[src/common/ahb_pkg.sv]
package ahb_pkg;

    ///////////////////////////////////////////////////////////////////////
    // Transfer type
    ///////////////////////////////////////////////////////////////////////

    typedef logic [1:0] trans_t;

    localparam trans_t HTRANS_IDLE   = 2'b00;
    localparam trans_t HTRANS_BUSY   = 2'b01;   // Master inserts a gap in a burst
    localparam trans_t HTRANS_NONSEQ = 2'b10;   // First beat of a request
    localparam trans_t HTRANS_SEQ    = 2'b11;

    ///////////////////////////////////////////////////////////////////////
    // Burst type
    ///////////////////////////////////////////////////////////////////////

    typedef logic [2:0] burst_t;

    // Incrementing codes only
    localparam burst_t HBURST_SINGLE = 3'b000;
    localparam burst_t HBURST_INCR   = 3'b001;  // Undefined length
    localparam burst_t HBURST_INCR4  = 3'b011;
    localparam burst_t HBURST_INCR8  = 3'b101;
    localparam burst_t HBURST_INCR16 = 3'b111;

    // Byte step between beats of word transfers
    localparam int WORD_STEP = 4;

endpackage

[src/common/master_pkg.sv]
package master_pkg;

    // Bus widths
    localparam int ADDR_W = 32;
    localparam int DATA_W = 32;

    // Entries per data FIFO
    localparam int FIFO_DEPTH = 16;

    localparam int LEN_W = 4;   // Beat count minus one

    typedef logic [ADDR_W-1:0] addr_t;
    typedef logic [DATA_W-1:0] data_t;
    typedef logic [LEN_W-1:0]  len_t;

    // FIFO fill level, 0 up to a full FIFO
    typedef logic [4:0] level_t;

    // Transaction controller states
    typedef enum logic [2:0] {
        ST_IDLE,
        ST_NONSEQ,
        ST_BUSY,
        ST_SEQ,
        ST_DRAIN    // Read burst waits for its last data phase
    } ctrl_state_t;

endpackage

[src/source/beat_fifo.sv]
`timescale 1ns/1ps

module beat_fifo
    import master_pkg::*;
#(
    parameter int DEPTH = FIFO_DEPTH
) (
    input  logic   i_clk,
    input  logic   i_reset_n,
    input  logic   i_push,
    input  data_t  i_data,
    input  logic   i_pop,
    output data_t  o_data,
    output logic   o_empty,
    output logic   o_full,
    output level_t o_level
);

    localparam int PTR_W = $clog2(DEPTH);

    data_t            mem [DEPTH];
    logic [PTR_W-1:0] wr_ptr_q;
    logic [PTR_W-1:0] rd_ptr_q;
    level_t           level_q;
    logic             push_en;
    logic             pop_en;

    assign o_empty = (level_q == '0);
    assign o_full  = (level_q == level_t'(DEPTH));
    assign o_level = level_q;
    assign o_data  = mem[rd_ptr_q];     // Head word falls through

    // Overflow and underflow requests are dropped
    assign push_en = i_push && !o_full;
    assign pop_en  = i_pop && !o_empty;

    always_ff @(posedge i_clk) begin
        if (push_en) begin
            mem[wr_ptr_q] <= i_data;
        end
    end

    always_ff @(posedge i_clk or negedge i_reset_n) begin
        if (!i_reset_n) begin
            wr_ptr_q <= '0;
            rd_ptr_q <= '0;
            level_q  <= '0;
        end else begin
            if (push_en) begin
                wr_ptr_q <= wr_ptr_q + 1'b1;    // Wraps at power-of-two depth
            end
            if (pop_en) begin
                rd_ptr_q <= rd_ptr_q + 1'b1;
            end
            case ({push_en, pop_en})
                2'b10:   level_q <= level_q + 1'b1;
                2'b01:   level_q <= level_q - 1'b1;
                default: level_q <= level_q;    // Both or neither
            endcase
        end
    end

endmodule

[src/ahb_master/ahb_txn_ctrl.sv]
`timescale 1ns/1ps

module ahb_txn_ctrl
    import ahb_pkg::*, master_pkg::*;
(
    input  logic   i_clk,
    input  logic   i_reset_n,

    input  logic   i_req_valid,
    input  logic   i_req_read,
    input  addr_t  i_req_addr,
    input  len_t   i_req_len,
    output logic   o_req_ready,

    input  level_t i_wr_level,
    input  level_t i_rd_level,
    output logic   o_wr_pop,
    output logic   o_rd_push,
    input  logic   i_hready,

    output logic   o_hsel,
    output addr_t  o_haddr,
    output trans_t o_htrans,
    output burst_t o_hburst,
    output logic   o_hwrite
);

    ctrl_state_t state_q;
    ctrl_state_t state_d;

    logic   req_loaded_q;   // Accepted but not yet on the bus
    logic   req_read_q;
    len_t   req_len_q;
    burst_t req_burst_q;
    len_t   beat_cnt_q;
    addr_t  haddr_q;
    trans_t htrans_q;
    logic   hsel_q;
    logic   dphase_valid_q;
    logic   dphase_read_q;

    logic   req_take;
    logic   start;
    logic   beat_done;
    logic   last_beat;
    logic   wr_claim;
    logic   rd_claim;
    level_t wr_avail;
    level_t rd_free;
    logic   room_one;
    logic   room_two;

    assign o_req_ready = (state_q == ST_IDLE) && !req_loaded_q;
    assign req_take    = i_req_valid && o_req_ready;
    assign start       = (state_q == ST_IDLE) && (state_d == ST_NONSEQ);
    assign beat_done   = i_hready && (state_q == ST_NONSEQ || state_q == ST_SEQ);
    assign last_beat   = (beat_cnt_q == req_len_q);

    //////////////////////////////////////////////////////////////////////
    // FIFO room for upcoming beats
    //////////////////////////////////////////////////////////////////////

    // A started data phase already owns one word or one slot
    assign wr_claim = dphase_valid_q && !dphase_read_q;
    assign rd_claim = dphase_valid_q && dphase_read_q;

    assign wr_avail = i_wr_level - level_t'(wr_claim);
    assign rd_free  = level_t'(FIFO_DEPTH) - i_rd_level - level_t'(rd_claim);

    assign room_one = req_read_q ? (rd_free != '0) : (wr_avail != '0);
    assign room_two = req_read_q ? (rd_free >= 2) : (wr_avail >= 2);    // This beat and the next

    //////////////////////////////////////////////////////////////////////
    // State machine
    //////////////////////////////////////////////////////////////////////

    always_comb begin
        state_d = state_q;
        case (state_q)
            ST_IDLE: begin
                if (req_loaded_q && room_one) begin
                    state_d = ST_NONSEQ;
                end
            end
            ST_NONSEQ, ST_SEQ: begin
                if (i_hready) begin
                    if (last_beat) begin
                        // Read bursts wait for the final word
                        state_d = (req_read_q && req_len_q != '0) ? ST_DRAIN : ST_IDLE;
                    end else if (room_two) begin
                        state_d = ST_SEQ;
                    end else begin
                        state_d = ST_BUSY;
                    end
                end
            end
            ST_BUSY: begin
                if (i_hready && room_one) begin
                    state_d = ST_SEQ;
                end
            end
            ST_DRAIN: begin
                if (i_hready) begin
                    state_d = ST_IDLE;
                end
            end
            default: state_d = ST_IDLE;
        endcase
    end

    always_ff @(posedge i_clk or negedge i_reset_n) begin
        if (!i_reset_n) begin
            state_q      <= ST_IDLE;
            req_loaded_q <= 1'b0;
        end else begin
            state_q <= state_d;
            if (req_take) begin
                req_loaded_q <= 1'b1;
            end else if (start) begin
                req_loaded_q <= 1'b0;
            end
        end
    end

    // Request capture, beat count and address
    always_ff @(posedge i_clk or negedge i_reset_n) begin
        if (!i_reset_n) begin
            req_read_q  <= 1'b0;
            req_len_q   <= '0;
            req_burst_q <= HBURST_SINGLE;
            beat_cnt_q  <= '0;
            haddr_q     <= '0;
        end else if (req_take) begin
            req_read_q <= i_req_read;
            req_len_q  <= i_req_len;
            beat_cnt_q <= '0;
            haddr_q    <= i_req_addr;
            case (i_req_len)
                len_t'(0):  req_burst_q <= HBURST_SINGLE;
                len_t'(3):  req_burst_q <= HBURST_INCR4;
                len_t'(7):  req_burst_q <= HBURST_INCR8;
                len_t'(15): req_burst_q <= HBURST_INCR16;
                default:    req_burst_q <= HBURST_INCR;
            endcase
        end else if (beat_done) begin
            beat_cnt_q <= beat_cnt_q + 1'b1;
            haddr_q    <= haddr_q + addr_t'(WORD_STEP);    // BUSY shows the next address
        end
    end

    //////////////////////////////////////////////////////////////////////
    // Bus control and data phase tracking
    //////////////////////////////////////////////////////////////////////

    always_ff @(posedge i_clk or negedge i_reset_n) begin
        if (!i_reset_n) begin
            htrans_q <= HTRANS_IDLE;
            hsel_q   <= 1'b0;
        end else begin
            hsel_q <= (state_d == ST_NONSEQ) || (state_d == ST_BUSY) || (state_d == ST_SEQ);
            case (state_d)
                ST_NONSEQ: htrans_q <= HTRANS_NONSEQ;
                ST_BUSY:   htrans_q <= HTRANS_BUSY;
                ST_SEQ:    htrans_q <= HTRANS_SEQ;
                default:   htrans_q <= HTRANS_IDLE;
            endcase
        end
    end

    // Data phase follows each completed NONSEQ or SEQ address phase
    always_ff @(posedge i_clk or negedge i_reset_n) begin
        if (!i_reset_n) begin
            dphase_valid_q <= 1'b0;
            dphase_read_q  <= 1'b0;
        end else if (i_hready) begin
            dphase_valid_q <= beat_done;
            dphase_read_q  <= req_read_q;
        end
    end

    assign o_wr_pop  = i_hready && wr_claim;
    assign o_rd_push = i_hready && rd_claim;

    assign o_hsel   = hsel_q;
    assign o_haddr  = haddr_q;
    assign o_htrans = htrans_q;
    assign o_hburst = req_burst_q;
    assign o_hwrite = !req_read_q;

endmodule

[src/ahb_master/ahb_master.sv]
`timescale 1ns/1ps

module ahb_master
    import ahb_pkg::*, master_pkg::*;
(
    input  logic   i_clk,
    input  logic   i_reset_n,

    // IP request channel
    input  logic   i_req_valid,
    input  logic   i_req_read,
    input  addr_t  i_req_addr,
    input  len_t   i_req_len,
    output logic   o_req_ready,

    // IP write data channel
    input  logic   i_wdata_valid,
    input  data_t  i_wdata,
    output logic   o_wdata_ready,

    // IP read data channel
    output logic   o_rdata_valid,
    output data_t  o_rdata,
    input  logic   i_rdata_ready,

    // AHB master side
    output logic   o_hsel,
    output addr_t  o_haddr,
    output trans_t o_htrans,
    output burst_t o_hburst,
    output logic   o_hwrite,
    output data_t  o_hwdata,
    input  data_t  i_hrdata,
    input  logic   i_hready
);

    level_t wr_level;
    level_t rd_level;
    logic   wr_full;
    logic   rd_empty;
    logic   wr_pop;
    logic   rd_push;

    assign o_wdata_ready = !wr_full;
    assign o_rdata_valid = !rd_empty;

    //////////////////////////////////////////////////////////////////////
    // Data FIFOs
    //////////////////////////////////////////////////////////////////////

    // IP write words, head drives HWDATA
    beat_fifo #(
        .DEPTH (FIFO_DEPTH)
    ) u_wr_fifo (
        .i_clk     (i_clk),
        .i_reset_n (i_reset_n),
        .i_push    (i_wdata_valid && o_wdata_ready),
        .i_data    (i_wdata),
        .i_pop     (wr_pop),
        .o_data    (o_hwdata),
        .o_empty   (),
        .o_full    (wr_full),
        .o_level   (wr_level)
    );

    // Bus read words on their way to the IP
    beat_fifo #(
        .DEPTH (FIFO_DEPTH)
    ) u_rd_fifo (
        .i_clk     (i_clk),
        .i_reset_n (i_reset_n),
        .i_push    (rd_push),
        .i_data    (i_hrdata),
        .i_pop     (o_rdata_valid && i_rdata_ready),
        .o_data    (o_rdata),
        .o_empty   (rd_empty),
        .o_full    (),
        .o_level   (rd_level)
    );

    //////////////////////////////////////////////////////////////////////
    // Transaction controller
    //////////////////////////////////////////////////////////////////////

    ahb_txn_ctrl u_ctrl (
        .i_clk       (i_clk),
        .i_reset_n   (i_reset_n),
        .i_req_valid (i_req_valid),
        .i_req_read  (i_req_read),
        .i_req_addr  (i_req_addr),
        .i_req_len   (i_req_len),
        .o_req_ready (o_req_ready),
        .i_wr_level  (wr_level),
        .i_rd_level  (rd_level),
        .o_wr_pop    (wr_pop),
        .o_rd_push   (rd_push),
        .i_hready    (i_hready),
        .o_hsel      (o_hsel),
        .o_haddr     (o_haddr),
        .o_htrans    (o_htrans),
        .o_hburst    (o_hburst),
        .o_hwrite    (o_hwrite)
    );

endmodule

[config.mk]
export PLATFORM = sky130hd
export DESIGN_NAME = ahb_master
export DESIGN_NICKNAME = d
export VERILOG_FILES = /design/src/common/ahb_pkg.sv /design/src/common/master_pkg.sv /design/src/source/beat_fifo.sv /design/src/ahb_master/ahb_txn_ctrl.sv /design/src/ahb_master/ahb_master.sv
export SDC_FILE = /design/constraint.sdc
export NUM_CORES = 1
export LEC_CHECK = 0
export BUFFER_PORTS_ARGS = -buffer_cell sky130_fd_sc_hd__buf_2
export CORE_MARGIN = 2
export CORE_UTILIZATION = 55
export CTS_BUF_LIST = sky130_fd_sc_hd__clkbuf_4
export CTS_CLUSTER_SIZE = 14
export DETAILED_ROUTE_END_ITERATION = 10
export PLACE_DENSITY = 0.74
export SYNTH_ARGS = -nofsm -noshare
export SYNTH_HDL_FRONTEND = slang
export SYNTH_SLANG_ARGS = --single-unit
[constraint.sdc]
create_clock -name i_clk -period 3.88 [get_ports i_clk]
set_clock_uncertainty 0.2 [all_clocks]
set_input_delay 0.194 -clock i_clk [delete_from_list [all_inputs] [get_ports i_clk]]
set_output_delay 0.194 -clock i_clk [all_outputs]
set_load 0.005 [all_outputs]
==> impl_metrics.json, run 1 <==
{
  "place.gp.congestion": 0.783,
  "drive_above_1_share_pct": 38.4,
  "r2r_start": "u_ctrl.state_q[2]$_DFF_PN0_",
  "rrSetupSlack_ns": 0.39,
  "multiInputGateArea_um2": 9860,
  "fillers": 4886,
  "core-area_um2": 77300,
  "synth.distinct_cells": 57,
  "dpl_cell_area_um2": 45800,
  "ys_top_cells_by_area": "edfxtp_1 (72%), mux4_2 (17%), dfrtp_1 (4.6%)",
  "cts_buffers": 294,
  "synth.top_cell.area_share_pct": 71.7,
  "cap_viol_max_count": 0,
  "wl_per_cell_um": 25.0,
  "crit_fanout": 8,
  "swShare_pct": 29.6,
  "cts_sinks": 1103,
  "place_inst": 3133,
  "wl_um": 97400,
  "synth_top_cell_by_area": "edfxtp_1",
  "synth-main-ff-cell": "edfxtp_1",
  "fmax_mhz": 268,
  "worstReg2RegEnd": "u_ctrl.o_haddr[31]$_DFFE_PN0P_",
  "die_x_um": 283,
  "slew_viol_final": 0,
  "die_area_um2": 80300,
  "clock_power_share_pct": 26.7,
  "antenna_found_initial": 7,
  "drt_iter0_markers": 2178,
  "arrival_ns": 4.53,
  "stdcell_area_um2": 52100,
  "run_status": "complete, no violations",
  "end_kind": "flop",
  "p_comb_share_pct": 29.6,
  "finalCritPeriodShare_pct": 96.1,
  "irDropWorstVdd_v": 0.000397,
  "powerDensity_nw_per_um2": 669,
  "tightestPinTransition_ns": 0.868,
  "synth-async-reset-ratio_pct": 7.16,
  "reg2regPathDepth": 6,
  "die_y_um": 283,
  "synth_warnings": 0,
  "total_power_mw": 34.9,
  "synthCells": 1912,
  "endpoint": "u_ctrl.o_haddr[27]$_DFFE_PN0P_",
  "clockBufferDepth": 4,
  "via_count": 22900,
  "clk_pin_slew_ns": 0.08,
  "cp-startpoint": "i_hready",
  "leakagePower_nw": 17.7,
  "syn_area_um2": 42900,
  "worstPathRequired_ns": 4.69,
  "cts_root_buffer": "clkbuf_4",
  "internal-power_mw": 24.6,
  "rsz0062_at_grt": "no",
  "drc_errors": 0,
  "ys_ff_latch": 1103,
  "place_hpwl_um": 49500,
  "fin_nets": 2816,
  "drtAntennaViolNets": 0,
  "synth_edf_count": 1024,
  "first_pass_iters": 5,
  "synthTopCellsByCount": "edfxtp_1 (1024), mux4_2 (320), nand2_1 (87)",
  "syn-mean-instance-area_um2": 22.4,
  "rows": 102,
  "p_seq_share_pct": 43.7,
  "htreeDepth": 5,
  "fin_setup_tns_ns": 0,
  "via_per_inst": 5.88,
  "initial_utilization_pct": 55.5,
  "yosysMostFrequentCell": "edfxtp_1",
  "grt_overflow": 0,
  "setup_viol": 0,
  "instances_no_fill": 3893,
  "synth-seq-area-share_pct": 76.3,
  "finalCriticalPeriod_ns": 3.73,
  "port_buffers": 212,
  "io_pins": 213,
  "start_kind": "input port",
  "grt_max_degree": 65,
  "grt_usage_pct": 24.9,
  "synth.net_count": 2049,
  "clk_latency_ns": 1.11,
  "path_class": "input port to flop",
  "final_util_pct": 67.4,
  "cts_tree": "yes",
  "p_switching_mw": 10.3,
  "grt_pass1_wl_um": 149000,
  "finalHoldViolations": 0,
  "max_slew_margin_pct": 42.1,
  "syn_to_final_growth_pct": 21.5,
  "grt_pass1_vias": 25100,
  "hold_class": "input port to flop",
  "ff_latch_area_um2": 32700
}
[layout make-up]
class                      instances  share of cell area [%]
antenna                            6                  0.0288
clock inverter                    48                   0.396
multi-input combinational        690                    18.9
inverter                          24                   0.173
clock buffer                     416                    5.99
tap                             1040                    2.50
timing repair buffer             566                    9.18
sequential                      1103                    62.8
[cell families (layout without fill, tap and decap cells)]
group / after synthesis / count (layout) / synth area share, %
buffers and inverters: 119 / 1054 / 1.13
and+or+nand+nor: 209 / 209 / 2.65
adders and majority gates: 30 / 30 / 0.910
AOI/OAI and AO/OA: 68 / 68 / 0.936
muxes: 325 / 325 / 16.9
DFF: 1103 / 1103 / 76.3
xor gates and xnor gates: 58 / 58 / 1.18
other: 0 / 6 / 0
[cells in the final DEF (no fill, tap or decap), types with 28 or more instances in the layout]
master / synthesis / layout
edfxtp_1: 1024 / 1024
clkbuf_4: 0 / 416
mux4_2: 320 / 320
dlygate4sd3_1: 0 / 281
buf_2: 22 / 211
nand2_1: 87 / 87
dfrtp_1: 79 / 71
buf_4: 1 / 47
clkinv_1: 0 / 35
o21ai_0: 34 / 34
xnor2_1: 32 / 32
ha_1: 28 / 28
[worst max-delay path, cell delays in order]
cell and delay [ns]:
dlygate4sd3_1 0.51, dlygate4sd3_1 0.55, buf_2 0.17, dlygate4sd3_1 0.79
nand3b_4 0.19, nor4_4 0.60, or4b_1 0.57, o211ai_1 0.24
o311ai_1 0.13, dlygate4sd3_1 0.58
[sequential cells by signal (all words and copies together), names as in the netlist, 4 cells and up]
signal / count
u_wr_fifo.mem: 512
u_wr_fifo.o_level: 5
u_rd_fifo.rd_ptr_q: 4
u_rd_fifo.mem: 512
u_ctrl.req_len_q: 4
u_ctrl.o_haddr: 32
u_rd_fifo.o_level: 5
u_wr_fifo.wr_ptr_q: 4
u_rd_fifo.wr_ptr_q: 4
u_wr_fifo.rd_ptr_q: 4
u_ctrl.beat_cnt_q: 4
[metal layers]
metal	GRT usage, %	vias up	routed length [µm]
met2	41.8	1025	50800
li1	-	9697	-
met5	0	-	37
met1	31.4	11900	36800
met3	6.39	218	7160
met4	9.26	6	2620
[repair_timing]
| item | in CTS | in global routing |
|---|---|---|
| pin swaps | 0 | 0 |
| setup endpoints to repair | 45 | 20 |
| setup buffers | 4 | 4 |
| hold endpoints to repair | 1216 | 0 |
| hold buffers | 282 | 0 |
| gates resized for setup | 0 | 1 |
[worst min path at each step]
stage	startpoint	endpoint	slack, ns	cells after the start
finish	i_req_valid	u_ctrl.beat_cnt_q[2]$_DFFE_PN0P_	0.11	4
detailed placement	i_reset_n	u_ctrl.o_haddr[28]$_DFFE_PN0P_	0.09	1
global route	i_req_valid	u_ctrl.beat_cnt_q[2]$_DFFE_PN0P_	0.06	4
CTS	i_req_valid	u_ctrl.o_hburst[1]$_DFFE_PN0P_	0.12	5
floorplan	i_reset_n	u_ctrl.beat_cnt_q[0]$_DFFE_PN0P_	-0.30	0
global placement	i_reset_n	u_ctrl.o_haddr[27]$_DFFE_PN0P_	0.08	1
[stage by stage]
stage	hold slack, ns	worst slack [ns]
after global placement	0.0829	0.633
after floorplan	-0.302	0.741
after global routing	0.0608	0.0137
after detailed placement	0.0944	0.574
after CTS	0.117	0.0538
final	0.107	0.151
[power by group through the flow]
stage / clock network, mW / registers (mW) / logic, mW
global placement: 0 / 15.6 / 9.24
CTS: 9.50 / 15.3 / 10.2
detailed placement: 0 / 15.7 / 9.43
floorplan: 0 / 14.8 / 6.68
finish: 9.30 / 15.3 / 10.3
global route: 10.2 / 15.4 / 11.0
(Power assumes the default switching activity.)
==> inputs of run 2 (changes only) <==
- PLACE_DENSITY: 0.74 -> 0.71
- clock period: 3.88 -> 3.7 ns (I/O delays scaled with it)
==> run 2 against run 1 <==
Effect of this change: total power increased by 4.0%; hold slack got worse by 0.0084 ns; final area decreased by 0.20%; sequential share of layout area increased by 0.13 points; die area unchanged; critical path type is now flop to primary output; largest cell class unchanged.
==> impl_metrics.json, run 2 (synthesis gave the netlist of run 1 again) <==
{
  "busiest_layer": "met2",
  "cts_buffers": 291,
  "reg2regPathDepth": 7,
  "fillers": 4976,
  "powerDensity_nw_per_um2": 698,
  "arrival_ns": 3.18,
  "crit_fanout": 36,
  "leakagePower_nw": 17.6,
  "drive_above_1_share_pct": 37.8,
  "place_hpwl_um": 48100,
  "fin_nets": 2798,
  "run_status": "complete, no violations",
  "core-area_um2": 77300,
  "grt_overflow": 0,
  "io_pins": 213,
  "rrSetupSlack_ns": 0.20,
  "final_cell_mix": "edfxtp_1 (1024), clkbuf_4 (393), mux4_2 (320)",
  "grt_use_met3_pct": 4.57,
  "die_area_um2": 80300,
  "endpoint": "o_hwdata[11]",
  "wl_um": 95700,
  "r2r_start": "u_ctrl.state_q[0]$_DFF_PN0_",
  "cap_viol_max_count": 0,
  "cts_sinks": 1103,
  "irDropWorstVdd_v": 0.000391,
  "path_cells": "bufbuf_16, mux4_2, mux4_2, buf_2",
  "path_delay_family": "multiplexers",
  "die_x_um": 283,
  "total_power_mw": 36.3,
  "critPathSlowestCell": "mux4_2",
  "clk_pin_slew_ns": 0.07,
  "start_kind": "flop",
  "cts_root_buffer": "clkbuf_4",
  "instances_no_fill": 3870,
  "via_count": 22600,
  "initial_utilization_pct": 55.5,
  "clockBufferDepth": 4,
  "max_slew_margin_pct": 47.2,
  "cp_num_buf_inv": 2,
  "tightestPinTransition_ns": 0.792,
  "path_class": "flop to primary output",
  "antenna_found_initial": 5,
  "wl_per_cell_um": 24.7,
  "port_buffers": 212,
  "first_pass_iters": 5,
  "end_kind": "primary output",
  "critPathMaxStageDelay_ns": 0.56,
  "setup_viol": 0,
  "slew_viol_final": 0,
  "crit_cells": 4,
  "layout_commonest_cell": "edfxtp_1",
  "worstReg2RegEnd": "u_ctrl.o_haddr[11]$_DFFE_PN0P_",
  "clk_latency_ns": 1.07,
  "final_util_pct": 67.3,
  "hold_class": "input port to async pin",
  "via_per_inst": 5.83,
  "grt_usage_pct": 24.4,
  "finalCritPeriodShare_pct": 96.4,
  "grt_max_degree": 80,
  "syn_to_final_growth_pct": 21.2,
  "cp-startpoint": "u_wr_fifo.rd_ptr_q[0]$_DFFE_PN0P_",
  "cpMostUsedCell": "mux4_2",
  "place_inst": 3130,
  "finalHoldViolations": 0,
  "grt_pass1_wl_um": 146000,
  "grt.met2_usage_pct": 41.4,
  "worstPathRequired_ns": 3.31,
  "drt_iter0_markers": 1988,
  "cts_tree": "yes",
  "use_met1_pct": 31.8,
  "rows": 102,
  "drc_errors": 0,
  "fmax_mhz": 280,
  "finalCriticalPeriod_ns": 3.57,
  "htreeDepth": 5,
  "drtAntennaViolNets": 0,
  "die_y_um": 283,
  "grt_pass1_vias": 24600,
  "place.gp.congestion": 0.761
}
==> run 2: cell types whose count changed in the layout (fill, tap and decap cells not counted), moves of 2 or more <==
cell	previous run	this run
inv_2	4	6
clkinv_2	4	1
dlygate4sd3_1	281	274
bufinv_16	0	5
buf_4	47	38
clkbuf_4	416	393
clkinv_1	35	46
==> run 2: area by class of cell <==
cell class / instances / area (µm²) / share of cell area [%]
flip-flops and latches: 1103 / 32700 / 63.0
repair buffers: 551 / 4660 / 8.95
inverters: 24 / 90.1 / 0.173
clock buffers: 393 / 2950 / 5.67
multi-input cells: 690 / 9870 / 19.0
clock inverters: 63 / 392 / 0.753
well taps: 1040 / 1300 / 2.50
diodes: 6 / 15.0 / 0.0289
==> run 2: worst min-delay path by stage <==
stage	start	slack, ns	depth (start not counted)	endpoint
2_1_floorplan	i_reset_n	-0.31	0	u_ctrl.beat_cnt_q[0]$_DFFE_PN0P_
3_3_place_gp	i_req_addr[1]	0.17	3	u_ctrl.o_haddr[1]$_DFFE_PN0P_
3_5_place_dp	i_req_addr[1]	0.19	3	u_ctrl.o_haddr[1]$_DFFE_PN0P_
4_1_cts	i_reset_n	0.01	4	u_ctrl.o_haddr[17]$_DFFE_PN0P_
5_1_grt	i_reset_n	0.06	4	u_rd_fifo.rd_ptr_q[2]$_DFFE_PN0P_
6_report	i_reset_n	0.1	4	u_wr_fifo.rd_ptr_q[3]$_DFFE_PN0P_
==> run 2: through the flow <==
stage	hold WS (ns)	cell area (µm²)	worst slack [ns]	setup TNS, ns
3_3_place_gp	0.175	45800	0.437	0
2_1_floorplan	-0.311	42900	0.561	0
3_5_place_dp	0.191	45800	0.408	0
4_1_cts	0.0103	52000	0.00758	0
5_1_grt	0.0634	52000	-0.00292	-0.00292
6_report	0.0990	52000	0.135	0
==> run 2: metal layers <==
layer	routed length, µm	vias up
li1	-	9658
met1	37000	11800
met2	50400	941
met3	5900	195
met4	2430	2
met5	13	-
==> run 2: power by group <==
part,internal (mW),switching (mW)
clock,5.22,4.64
sequential,14.8,0.966
combinational,5.66,5.01
total,25.7,10.6
==> run 2: repair_timing <==
action,4_1_cts,5_1_grt
endpoints found under the hold margin,1217,0
setup endpoints to repair,40,26
hold buffers,275,0
resized for setup,2,3
cloned,1,0
buffers inserted,2,0
==> run 2: worst register-to-register path, cell delays in order (launching register included) <==
cell,delay (ns)
dfrtp_1,0.52
nor4_2,0.64
and2_4,0.47
buf_4,0.28
nand2_1,0.08
dlygate4sd3_1,0.54
o21ai_0,0.10
dlygate4sd3_1,0.59
==> inputs of run 3 (changes only) <==
- BUFFER_PORTS_ARGS: -buffer_cell sky130_fd_sc_hd__buf_2 -> -buffer_cell sky130_fd_sc_hd__clkbuf_2
- CTS_CLUSTER_DIAMETER: not set -> 120
==> run 3 against run 2 <==
Effect of this change: final cell count fell by 8.2%; sequential power about the same; combinational power about the same; flip-flop and latch count stayed put; via count fell by 5.2%; register-to-register slack worse by 0.13 ns; hold slack worse by 0.033 ns; global-route usage fell by 0.90 points; critical path depth increased by 2; die area unchanged.
==> impl_metrics.json, run 3 (synthesis gave the netlist of run 1 again) <==
{
  "run_status": "complete, no violations",
  "place_inst": 3138,
  "first_pass_iters": 5,
  "worstPathRequired_ns": 4.33,
  "end_kind": "flop",
  "place.gp.congestion": 0.755,
  "wl_um": 93200,
  "endpoint": "u_ctrl.o_haddr[31]$_DFFE_PN0P_",
  "critPathSlowestCell": "nand2_1",
  "drive_above_1_share_pct": 31.3,
  "instances_no_fill": 3551,
  "r2r_start": "u_ctrl.state_q[0]$_DFF_PN0_",
  "place_hpwl_um": 50100,
  "core-area_um2": 77300,
  "stdcell_area_um2": 49700,
  "fin_setup_tns_ns": 0,
  "hold_class": "input port to flop",
  "final_cell_mix": "edfxtp_1 (1024), mux4_2 (320), dlygate4sd3_1 (283)",
  "clk_latency_ns": 0.92,
  "grt_pass1_vias": 22600,
  "tightestPinTransition_ns": 1.22,
  "layout_commonest_cell": "edfxtp_1",
  "cts_sinks": 1103,
  "swShare_pct": 30.4,
  "antenna_found_initial": 4,
  "grt_max_degree": 68,
  "die_x_um": 283,
  "fillers": 5110,
  "clockBufferDepth": 3,
  "start_kind": "flop",
  "via_count": 21400,
  "slew_viol_final": 0,
  "die_y_um": 283,
  "crit_cells": 6,
  "crit_fanout": 21,
  "htreeDepth": 3,
  "drc_errors": 0,
  "max_slew_margin_pct": 18.8,
  "via_per_inst": 6.02,
  "grt_pass1_wl_um": 140000,
  "worstReg2RegEnd": "u_ctrl.o_haddr[31]$_DFFE_PN0P_",
  "finalHoldViolations": 0,
  "cp-startpoint": "u_ctrl.state_q[0]$_DFF_PN0_",
  "initial_utilization_pct": 55.5,
  "cp_num_buf_inv": 2,
  "rsz0062_at_grt": "yes",
  "reg2regPathDepth": 6,
  "io_pins": 213,
  "p_switching_mw": 9.58,
  "cts_tree": "yes",
  "cap_viol_max_count": 0,
  "wl_per_cell_um": 26.2,
  "path_class": "flop to flop",
  "grt_overflow": 0,
  "port_buffers": 212,
  "clock_power_share_pct": 15.6,
  "p_comb_share_pct": 34.0,
  "fin_nets": 2617,
  "p_seq_share_pct": 50.4,
  "finalCriticalPeriod_ns": 3.63,
  "irDropWorstVdd_v": 0.000628,
  "syn_to_final_growth_pct": 15.9,
  "path_cells": "nor4_1, nand2_1, nor2_1, dlygate4sd3_1, a21oi_1, dlygate4sd3_1",
  "drtAntennaViolNets": 0,
  "rrSetupSlack_ns": 0.07,
  "leakagePower_nw": 16.3,
  "cpMostUsedCell": "dlygate4sd3_1",
  "fmax_mhz": 276,
  "cts_root_buffer": "clkbuf_4",
  "dpl_cell_area_um2": 45900,
  "final_util_pct": 64.3,
  "drt_iter0_markers": 2048,
  "arrival_ns": 4.25,
  "clk_pin_slew_ns": 0.15,
  "cts_buffers": 88,
  "finalCritPeriodShare_pct": 98.0,
  "grt_usage_pct": 23.5,
  "setup_viol": 0,
  "internal-power_mw": 21.9,
  "rows": 102,
  "critPathMaxStageDelay_ns": 0.65,
  "path_delay_family": "simple AND/OR/NAND/NOR gates",
  "powerDensity_nw_per_um2": 633,
  "die_area_um2": 80300
}
-- run 3: cell count changes in the layout (fill, tap and decap cells not counted), sizes merged --
cell | previous run | this run
diode | 6 | 5
clkinv | 50 | 2
buf | 276 | 79
clkinvlp | 2 | 3
inv | 30 | 26
bufinv | 5 | 0
clkbuf | 393 | 320
dlygate4sd3 | 274 | 283
bufbuf | 1 | 0
-- run 3: layout make-up --
cell class | instances | area, µm² | share of cell area, %
antenna | 5 | 12.5 | 0.0252
sequential | 1103 | 32700 | 65.8
inverter | 24 | 90.1 | 0.181
timing repair buffer | 573 | 4860 | 9.78
tap | 1040 | 1300 | 2.62
clock buffer | 109 | 818 | 1.65
clock inverter | 7 | 48.8 | 0.0981
multi-input combinational | 690 | 9860 | 19.8
-- run 3: through the flow --
step,power (mW),setup slack (ns),hold slack [ns]
after global placement,26.1,0.430,0.171
after global routing,33.0,-0.0939,0.0324
after floorplan,22.5,0.561,-0.311
after detailed placement,26.3,0.390,0.186
after CTS,31.7,0.0260,0.00646
final,31.5,0.0724,0.0655
-- run 3: layer usage --
layer | routed length, µm | up-vias | global-route usage (%)
met5 | 11 | - | 0
met4 | 2570 | 2 | 6.92
met3 | 5930 | 170 | 3.74
met2 | 48500 | 809 | 40.3
met1 | 36200 | 11300 | 31.7
li1 | - | 9080 | -
-- run 3: power groups by stage --
stage | logic (mW) | clock network, mW | registers [mW]
2_1_floorplan | 7.00 | 0 | 15.5
3_3_place_gp | 9.82 | 0 | 16.2
3_5_place_dp | 9.98 | 0 | 16.3
4_1_cts | 10.8 | 5.06 | 15.9
5_1_grt | 11.5 | 5.50 | 16.0
6_report | 10.7 | 4.90 | 15.9
-- run 3: how the worst min path moves through the flow --
stage | from | to | slack, ns | depth (start not counted)
after floorplan | i_reset_n | u_ctrl.beat_cnt_q[0]$_DFFE_PN0P_ | -0.31 | 0
after global placement | i_reset_n | u_ctrl.o_haddr[12]$_DFFE_PN0P_ | 0.17 | 1
after detailed placement | i_reset_n | u_ctrl.o_haddr[12]$_DFFE_PN0P_ | 0.19 | 1
after CTS | i_wdata[12] | u_wr_fifo.mem[15][12]$_DFFE_PP_ | 0.006 | 2
after global routing | i_hrdata[1] | u_rd_fifo.mem[5][1]$_DFFE_PP_ | 0.03 | 2
final | i_wdata[6] | u_wr_fifo.mem[8][6]$_DFFE_PP_ | 0.07 | 2
-- run 3: repair_timing --
action | in CTS | in global routing
setup buffers | 8 | 0
endpoints found under the hold margin | 1193 | 0
hold buffers | 284 | 0
setup endpoints to repair | 58 | 14
gates cloned | 0 | 0
resized for setup | 0 | 1
